$ cat src/mem_consts.svh
`ifndef MEM_CONSTS_SVH
`define MEM_CONSTS_SVH

// datapath widths
`define MEM_ADDR_W      64
`define MEM_DATA_W      64
`define MEM_LINE_W      128

// direct-mapped dcache, 16 lines of 16 bytes
`define DCACHE_SETS     16
`define DCACHE_INDEX_W  4
`define DCACHE_TAG_W    56

// memory op codes
// bits 1:0 size (00 word, 01 byte, 10 half, 11 dword), bit 2 zero-extend
`define MEM_OP_LW       3'd0
`define MEM_OP_LB       3'd1
`define MEM_OP_LH       3'd2
`define MEM_OP_LD       3'd3
`define MEM_OP_LWU      3'd4
`define MEM_OP_LBU      3'd5
`define MEM_OP_LHU      3'd6

`endif

$ cat src/mem_pkg.sv
`include "mem_consts.svh"

package mem_pkg;

    typedef logic [`MEM_DATA_W-1:0] dword_t;
    typedef logic [`MEM_LINE_W-1:0] line_t;
    typedef logic [2:0]             mem_op_t;

    // request as issued by the core
    typedef struct packed {
        logic [`MEM_ADDR_W-1:0] addr;
        mem_op_t                op;
        logic                   we;    // 1 for a store
    } mem_req_t;

    // access after byte-lane alignment
    typedef struct packed {
        logic [`MEM_ADDR_W-1:0]   addr;
        logic                     we;
        dword_t                   data;
        logic [`MEM_DATA_W/8-1:0] mask;
    } cache_req_t;

    // line transfer toward external memory
    typedef struct packed {
        logic [`MEM_ADDR_W-1:0] addr;  // line aligned
        logic                   we;
        line_t                  line;
    } bus_req_t;

    typedef enum logic [2:0] {
        ST_IDLE,
        ST_LOOKUP,
        ST_WRITEBACK,
        ST_REFILL,
        ST_DONE
    } ctrl_state_t;

endpackage

$ cat src/store_align.sv
module store_align (
    input  mem_pkg::mem_req_t   req_i,
    input  mem_pkg::dword_t     wdata_i,
    output mem_pkg::cache_req_t creq_o
);
    import mem_pkg::*;

    logic [2:0] offset;
    dword_t     data_low;   // store data before the lane shift
    logic [7:0] mask_low;

    assign offset = req_i.addr[2:0];

    always_comb begin
        case (req_i.op[1:0])
            2'b01: begin
                data_low = dword_t'(wdata_i[7:0]);
                mask_low = 8'h01;
            end
            2'b10: begin
                data_low = dword_t'(wdata_i[15:0]);
                mask_low = 8'h03;
            end
            2'b00: begin
                data_low = dword_t'(wdata_i[31:0]);
                mask_low = 8'h0f;
            end
            default: begin
                data_low = wdata_i;
                mask_low = 8'hff;
            end
        endcase
    end

    // aligned access assumed, so nothing spills past the dword
    always_comb begin
        creq_o.addr = req_i.addr;
        creq_o.we   = req_i.we;
        creq_o.data = data_low << {offset, 3'b000};
        creq_o.mask = mask_low << offset;
    end

endmodule

$ cat src/load_extract.sv
`include "mem_consts.svh"

module load_extract (
    input  mem_pkg::mem_op_t op_i,
    input  logic [2:0]       offset_i,
    input  mem_pkg::dword_t  dword_i,
    output mem_pkg::dword_t  rdata_o
);
    import mem_pkg::*;

    dword_t      shifted;
    logic [31:0] w;
    logic [15:0] h;
    logic [7:0]  b;

    // addressed bytes moved down to lane 0
    assign shifted = dword_i >> {offset_i, 3'b000};
    assign w = shifted[31:0];
    assign h = shifted[15:0];
    assign b = shifted[7:0];

    always_comb begin
        case (op_i)
            `MEM_OP_LW: begin
                rdata_o = {{32{w[31]}}, w};
            end
            `MEM_OP_LB: begin
                rdata_o = {{56{b[7]}}, b};
            end
            `MEM_OP_LH: begin
                rdata_o = {{48{h[15]}}, h};
            end
            `MEM_OP_LD: begin
                rdata_o = shifted;
            end
            `MEM_OP_LWU: begin
                rdata_o = {32'b0, w};
            end
            `MEM_OP_LBU: begin
                rdata_o = {56'b0, b};
            end
            `MEM_OP_LHU: begin
                rdata_o = {48'b0, h};
            end
            default: begin
                rdata_o = '0;   // code 7
            end
        endcase
    end

endmodule

$ cat src/dcache_ctrl.sv
`include "mem_consts.svh"

module dcache_ctrl (
    input  logic                       clk,
    input  logic                       rst,
    input  logic                       start_i,
    input  mem_pkg::cache_req_t        creq_i,
    output logic                       busy_o,
    output logic                       done_o,
    output mem_pkg::dword_t            dword_o,
    output logic [`DCACHE_INDEX_W-1:0] index_o,
    input  logic [`DCACHE_TAG_W-1:0]   tag_i,
    input  logic                       valid_i,
    input  logic                       dirty_i,
    input  mem_pkg::line_t             line_i,
    output logic                       wr_en_o,
    output logic [7:0]                 wr_mask_o,
    output mem_pkg::dword_t            wr_data_o,
    output logic                       fill_en_o,
    output mem_pkg::line_t             fill_line_o,
    output mem_pkg::bus_req_t          bus_req_o,
    output logic                       bus_valid_o,
    input  logic                       bus_ready_i,
    input  mem_pkg::line_t             bus_rdata_i
);
    import mem_pkg::*;

    localparam int OFS_W = `MEM_ADDR_W - `DCACHE_TAG_W - `DCACHE_INDEX_W;

    ctrl_state_t               state;
    logic [`DCACHE_TAG_W-1:0]  req_tag;
    logic                      hit;
    logic                      xfer_done;
    dword_t                    dword_q;
    bus_req_t                  bus_req_q;
    bus_req_t                  wb_req;
    bus_req_t                  fill_req;
    logic                      bus_valid_q;

    assign req_tag = creq_i.addr[`MEM_ADDR_W-1 -: `DCACHE_TAG_W];
    assign index_o = creq_i.addr[OFS_W +: `DCACHE_INDEX_W];
    assign hit     = valid_i && (tag_i == req_tag);
    assign xfer_done = bus_valid_q && bus_ready_i;

    // victim line out, requested line in
    always_comb begin
        wb_req.addr   = {tag_i, index_o, {OFS_W{1'b0}}};
        wb_req.we     = 1'b1;
        wb_req.line   = line_i;
        fill_req.addr = {req_tag, index_o, {OFS_W{1'b0}}};
        fill_req.we   = 1'b0;
        fill_req.line = '0;
    end

    always_ff @(posedge clk) begin
        if (rst) begin
            state       <= ST_IDLE;
            bus_valid_q <= 1'b0;
        end else begin
            case (state)
                ST_IDLE: begin
                    if (start_i) state <= ST_LOOKUP;
                end
                ST_LOOKUP: begin
                    if (hit) state <= ST_DONE;
                    else if (valid_i && dirty_i) state <= ST_WRITEBACK;
                    else state <= ST_REFILL;
                end
                ST_WRITEBACK, ST_REFILL: begin
                    if (!bus_valid_q) begin
                        bus_valid_q <= 1'b1;   // request already latched
                    end else if (bus_ready_i) begin
                        bus_valid_q <= 1'b0;
                        state <= (state == ST_WRITEBACK) ? ST_REFILL : ST_LOOKUP;
                    end
                end
                ST_DONE: begin
                    state <= start_i ? ST_LOOKUP : ST_IDLE;
                end
                default: state <= ST_IDLE;
            endcase
        end
    end

    always_ff @(posedge clk) begin
        if (state == ST_LOOKUP && hit) begin
            dword_q <= creq_i.addr[3] ? line_i[127:64] : line_i[63:0];
        end
        if (state == ST_LOOKUP && !hit) begin
            bus_req_q <= (valid_i && dirty_i) ? wb_req : fill_req;
        end
        if (state == ST_WRITEBACK && xfer_done) begin
            bus_req_q <= fill_req;
        end
    end

    assign wr_en_o     = (state == ST_LOOKUP) && hit && creq_i.we;
    assign wr_mask_o   = creq_i.mask;
    assign wr_data_o   = creq_i.data;
    assign fill_en_o   = (state == ST_REFILL) && xfer_done;
    assign fill_line_o = bus_rdata_i;

    assign busy_o      = (state == ST_LOOKUP) || (state == ST_WRITEBACK) ||
                         (state == ST_REFILL);
    assign done_o      = (state == ST_DONE);
    assign dword_o     = dword_q;
    assign bus_req_o   = bus_req_q;
    assign bus_valid_o = bus_valid_q;

endmodule

$ cat src/dcache_store.sv
`include "mem_consts.svh"

module dcache_store (
    input  logic                       clk,
    input  logic                       rst,
    input  logic [`DCACHE_INDEX_W-1:0] index_i,
    input  logic                       wr_en_i,
    input  logic                       wr_sel_i,    // upper or lower dword
    input  logic [7:0]                 wr_mask_i,
    input  mem_pkg::dword_t            wr_data_i,
    input  logic                       fill_en_i,
    input  logic [`DCACHE_TAG_W-1:0]   fill_tag_i,
    input  mem_pkg::line_t             fill_line_i,
    output logic [`DCACHE_TAG_W-1:0]   tag_o,
    output logic                       valid_o,
    output logic                       dirty_o,
    output mem_pkg::line_t             line_o
);
    import mem_pkg::*;

    line_t                    line_q [`DCACHE_SETS];
    logic [`DCACHE_TAG_W-1:0] tag_q  [`DCACHE_SETS];
    logic [`DCACHE_SETS-1:0]  valid_q;
    logic [`DCACHE_SETS-1:0]  dirty_q;

    always_ff @(posedge clk) begin
        if (rst) begin
            valid_q <= '0;
            dirty_q <= '0;
        end else if (fill_en_i) begin
            valid_q[index_i] <= 1'b1;
            dirty_q[index_i] <= 1'b0;   // refilled line is clean
        end else if (wr_en_i) begin
            dirty_q[index_i] <= 1'b1;
        end
    end

    always_ff @(posedge clk) begin
        int b;
        if (fill_en_i) begin
            line_q[index_i] <= fill_line_i;
            tag_q[index_i]  <= fill_tag_i;
        end else if (wr_en_i) begin
            for (b = 0; b < 8; b++) begin
                if (wr_mask_i[b]) begin
                    line_q[index_i][{wr_sel_i, 6'(b * 8)} +: 8] <= wr_data_i[b*8 +: 8];
                end
            end
        end
    end

    // combinational read of the indexed set
    assign tag_o   = tag_q[index_i];
    assign valid_o = valid_q[index_i];
    assign dirty_o = dirty_q[index_i];
    assign line_o  = line_q[index_i];

endmodule

$ cat src/mem_access_unit.sv
`include "mem_consts.svh"

module mem_access_unit (
    input  logic                clk,
    input  logic                rst,
    input  logic                vis_mem_i,
    input  mem_pkg::mem_req_t   req_i,
    input  mem_pkg::dword_t     wdata_i,
    output logic                busy_o,
    output logic                done_o,
    output mem_pkg::dword_t     rdata_o,
    output mem_pkg::bus_req_t   bus_req_o,
    output logic                bus_valid_o,
    input  logic                bus_ready_i,
    input  mem_pkg::line_t      bus_rdata_i
);
    import mem_pkg::*;

    cache_req_t                 creq;
    dword_t                     raw_dword;
    logic [`DCACHE_INDEX_W-1:0] index;
    logic [`DCACHE_TAG_W-1:0]   tag;
    logic                       valid;
    logic                       dirty;
    line_t                      line;
    logic                       wr_en;
    logic [7:0]                 wr_mask;
    dword_t                     wr_data;
    logic                       fill_en;
    line_t                      fill_line;

    store_align store_align_i (
        .req_i   (req_i),
        .wdata_i (wdata_i),
        .creq_o  (creq)
    );

    dcache_ctrl dcache_ctrl_i (
        .clk         (clk),
        .rst         (rst),
        .start_i     (vis_mem_i),
        .creq_i      (creq),
        .busy_o      (busy_o),
        .done_o      (done_o),
        .dword_o     (raw_dword),
        .index_o     (index),
        .tag_i       (tag),
        .valid_i     (valid),
        .dirty_i     (dirty),
        .line_i      (line),
        .wr_en_o     (wr_en),
        .wr_mask_o   (wr_mask),
        .wr_data_o   (wr_data),
        .fill_en_o   (fill_en),
        .fill_line_o (fill_line),
        .bus_req_o   (bus_req_o),
        .bus_valid_o (bus_valid_o),
        .bus_ready_i (bus_ready_i),
        .bus_rdata_i (bus_rdata_i)
    );

    dcache_store dcache_store_i (
        .clk         (clk),
        .rst         (rst),
        .index_i     (index),
        .wr_en_i     (wr_en),
        .wr_sel_i    (creq.addr[3]),
        .wr_mask_i   (wr_mask),
        .wr_data_i   (wr_data),
        .fill_en_i   (fill_en),
        .fill_tag_i  (creq.addr[`MEM_ADDR_W-1 -: `DCACHE_TAG_W]),
        .fill_line_i (fill_line),
        .tag_o       (tag),
        .valid_o     (valid),
        .dirty_o     (dirty),
        .line_o      (line)
    );

    // op and address are held by the core until done_o
    load_extract load_extract_i (
        .op_i     (req_i.op),
        .offset_i (req_i.addr[2:0]),
        .dword_i  (raw_dword),
        .rdata_o  (rdata_o)
    );

endmodule

$ cat config.mk
export PLATFORM = sky130hd
export DESIGN_NAME = mem_access_unit
export DESIGN_NICKNAME = d
export VERILOG_FILES = /design/src/mem_pkg.sv /design/src/store_align.sv /design/src/load_extract.sv /design/src/dcache_ctrl.sv /design/src/dcache_store.sv /design/src/mem_access_unit.sv
export VERILOG_INCLUDE_DIRS = /design/src
export SDC_FILE = /design/constraint.sdc
export NUM_CORES = 2
export LEC_CHECK = 0
export BUFFER_PORTS_ARGS = -buffer_cell sky130_fd_sc_hd__buf_2
export CAP_MARGIN = 30
export CORE_MARGIN = 2
export CORE_UTILIZATION = 52
export DETAILED_ROUTE_END_ITERATION = 8
export PLACE_DENSITY = 0.69
export SLEW_MARGIN = 20
export SYNTH_ARGS = -nofsm -noshare
export SYNTH_HDL_FRONTEND = slang
export SYNTH_SLANG_ARGS = --single-unit
export TNS_END_PERCENT = 20
$ cat constraint.sdc
create_clock -name clk -period 17.8 [get_ports clk]
set_input_delay 0 -clock clk [delete_from_list [all_inputs] [get_ports clk]]
set_output_delay 0 -clock clk [all_outputs]
set_load 0.02 [all_outputs]
==> impl_metrics.csv <==
group,metric,value,unit
synth,synth_cells,6864,
synth,yosys_warnings,0,
place,gp_congestion,0.9740,
grt,grt_pass1_wl,561.7,mm
die,core,251600,µm²
place,dpl_cell_area,138300,µm²
place,dp_hpwl,270.8,mm
synth,synth.distinct_cells,84,
die,rows,184,
sta,fin_crit,8.010,ns
cells_and_area,multi_input_comb_area,34570,µm²
sta,slew_headroom,0.2519,
worst_setup_path,arrival,8.57,ns
cells_and_area,area_delta_synth_final,15.51,%
worst_setup_path,path_cells,"dlygate4sd3_1 -> buf_12 -> buf_4 -> buf_4 -> mux2i_1 -> a22o_1 -> o21ai_0 -> nor4b_1 -> o21ai_0 -> nor4_2 -> nand3_1 -> nor3_2 -> nor2_1 -> buf_6 -> nor2_1",
cells_and_area,nFillCells,17770,
power_and_ir_drop,vdd_ir_drop_max,0.09680,mV
sta,slew_viol_final,0,
cells_and_area,fin_area,152300,µm²
die,dieArea,257600,µm²
sta,period_share,0.4500,
detailed_routing,via_per_inst,6.608,
die,start_util,0.5239,
synth,yosysSeqAreaShare,0.7239,
die,io_pins,524,
grt,antenna_found_initial,52,
cells_and_area,drive_gt1_frac,0.2988,
cts,postCtsSetupRepairBufs,0,
flow_run,cap_violations,0,
worst_setup_path,critical_path_class,"primary input to flop",
synth,synth_top_cell_by_area,"edfxtp_1",
synth,syn_area,131800,µm²
status,status,"complete, no violations",
cells_and_area,layout_commonest_cell,"edfxtp_1",
cts,hold_buffers,256,
sta,hold_viol_final,0,
worst_setup_path,required,18.36,ns
detailed_routing,drt_iter0_drc,11300,
worst_setup_path,cp_max_fo,90,
detailed_routing,vias,75230,
cts,cts_tree,"yes",
cts,path_clk_slew,0.06,ns
detailed_routing,dr.pass1.iters,6,
synth,ys_ff_latch,3233,
synth,synth_edf_count,3068,
cells_and_area,fin_nets,7997,
detailed_routing,remaining_drc_errors,0,
worst_setup_path,setup.worst_path.start_class,"primary input",
cts,htreeDepth,5,
sta,finalSetupTns,0,ns
power_and_ir_drop,cellPowerDensity,109.5,nW/µm²
detailed_routing,ant_nets,0,
grt,grt_overflow,0,
cts,numCtsBuffers,343,
sta,setup_viol,0,
cts,clk_latency,1.00,ns
cells_and_area,final_cell_mix,"edfxtp_1, mux4_2, buf_2, nor2_1, clkbuf_16",
grt,grt_pass1_vias,72560,
die,die_height,507.5,µm
die,die_width,507.5,µm
synth,synthTopCellsByArea,"edfxtp_1, mux4_2, dfxtp_1",
sta,skew,0.1181,ns
power_and_ir_drop,p_leak,49.41,nW
synth,avgSynthCellArea,19.21,µm²
synth,async_flop_share,0,
sta,clock.fmax,124.8,MHz
cts,cts.sinks,3233,
detailed_routing,wl,406.5,mm
detailed_routing,wire_per_inst,35.71,µm
worst_setup_path,cpMaxStageDelayCell,"nor3_2",
worst_setup_path,cpPeakStageDelay,1.09,ns
sta,rsz0062_at_grt,"no",
cts,cts-root-buf,"clkbuf_16",
sta,tightest_slew,1.110,ns
cts,cts_max_path_buffers,4,
cts,ctsResizeCount,0,
place,io_buffers,519,
synth,synth_top_flop_cell,"edfxtp_1",
worst_setup_path,critPathCaptureType,"flop",
synth,synth.top_cell.area_share,0.6988,
grt,grt_max_degree,156,
hold_path,hp-class,"primary input to flop",
cells_and_area,seq_area,95430,µm²
grt,grt_use_total,0.3131,
[cell type report]
cell class / count / area share
clock buffer: 429 / 0.05937
timing repair buffer: 946 / 0.04430
tap: 3348 / 0.02751
clock inverter: 180 / 0.01297
antenna: 45 / 0.0007395
inverter: 54 / 0.001380
sequential: 3233 / 0.6267
multi-input combinational: 3149 / 0.2270
[cells by family (layout without fill, tap and decap cells)]
kind of cell	Yosys count	after routing	synth area share
buffers and inverters	485	1609	0.01589
other	1	49	0.00002845
AOI/OAI and AO/OA	634	634	0.03092
adders and majority gates	6	6	0.0005694
and+or+nand+nor	1105	1105	0.03737
xor gates and xnor gates	53	53	0.003521
muxes	1347	1347	0.1878
DFF	3233	3233	0.7239
[synth_stat cells (all sizes together) (8+ instances only)]
cell type / instances
a31oi: 39
nand3b: 8
buf: 156
dfxtp: 165
mux2i: 206
nor4: 13
a211oi: 14
a221oi: 13
o2bb2ai: 15
o22ai: 35
nand2b: 11
mux2: 271
mux4: 870
and2: 13
nor2b: 22
nand2: 329
inv: 53
xnor2: 46
a22oi: 54
nor2: 458
nand3: 158
a22o: 57
edfxtp: 3068
o21ai: 255
clkbuf: 275
a21oi: 73
nor3: 55
o21a: 19
[state kept, by name (all words and copies together) (netlist names), named ones only]
register / cells
dcache_ctrl_i.bus_valid_o: 1
dcache_store_i.tag_q: 896
dcache_ctrl_i.state: 3
dcache_ctrl_i.dword_o: 64
dcache_store_i.line_q: 2048
dcache_ctrl_i.bus_req_o: 189
dcache_store_i.valid_q: 16
[metrics by stage]
step	setup slack (ns)	total power [mW]	utilization	hold WS, ns	cells
floorplan	10.13	9.158	-	0.09887	6867
global placement	9.648	9.657	0.5486	0.3989	10430
detailed placement	9.500	9.677	0.5498	0.4148	10460
CTS	9.875	16.67	0.6037	0.0006838	11320
global route	9.699	17.03	0.6048	0.03454	11350
finish	9.790	16.68	0.6051	0.03361	11380
[path summary, 6_finish.rpt]
| kind | startpoint | slack (ns) | cells after the start | endpoint |
|---|---|---|---|---|
| worst max-delay path | req_i[8] | 9.79 | 15 | dcache_store_i.line_q[3][115] |
| worst min-delay path | req_i[43] | 0.03 | 2 | dcache_store_i.tag_q[4][31] |
| worst max register to register | dcache_store_i.tag_q[2][10] | 11.07 | 11 | dcache_store_i.line_q[3][115] |
| worst min register to register | dcache_store_i.valid_q[4] | 0.46 | 2 | dcache_store_i.valid_q[4] |
[critical path: cells and delay by family]
family	cells	cell delay, ns
and+or+nand+nor	6	4.39
buffers and inverters	5	3.01
AOI/OAI and AO/OA	3	0.77
muxes	1	0.20
[layer usage]
metal / track usage / vias to the layer above / routed length [µm]
met5: 0 / - / 233
met3: 0.08800 / 934 / 53120
met2: 0.4639 / 5446 / 183500
met4: 0.1599 / 10 / 23820
li1: - / 29850 / -
met1: 0.4283 / 38990 / 145800
[power breakdown]
group / internal, mW / switching (mW)
logic: 0.422 / 0.816
clock network: 4.15 / 2.93
registers: 8.35 / 0.0159
(Power assumes the default switching activity.)
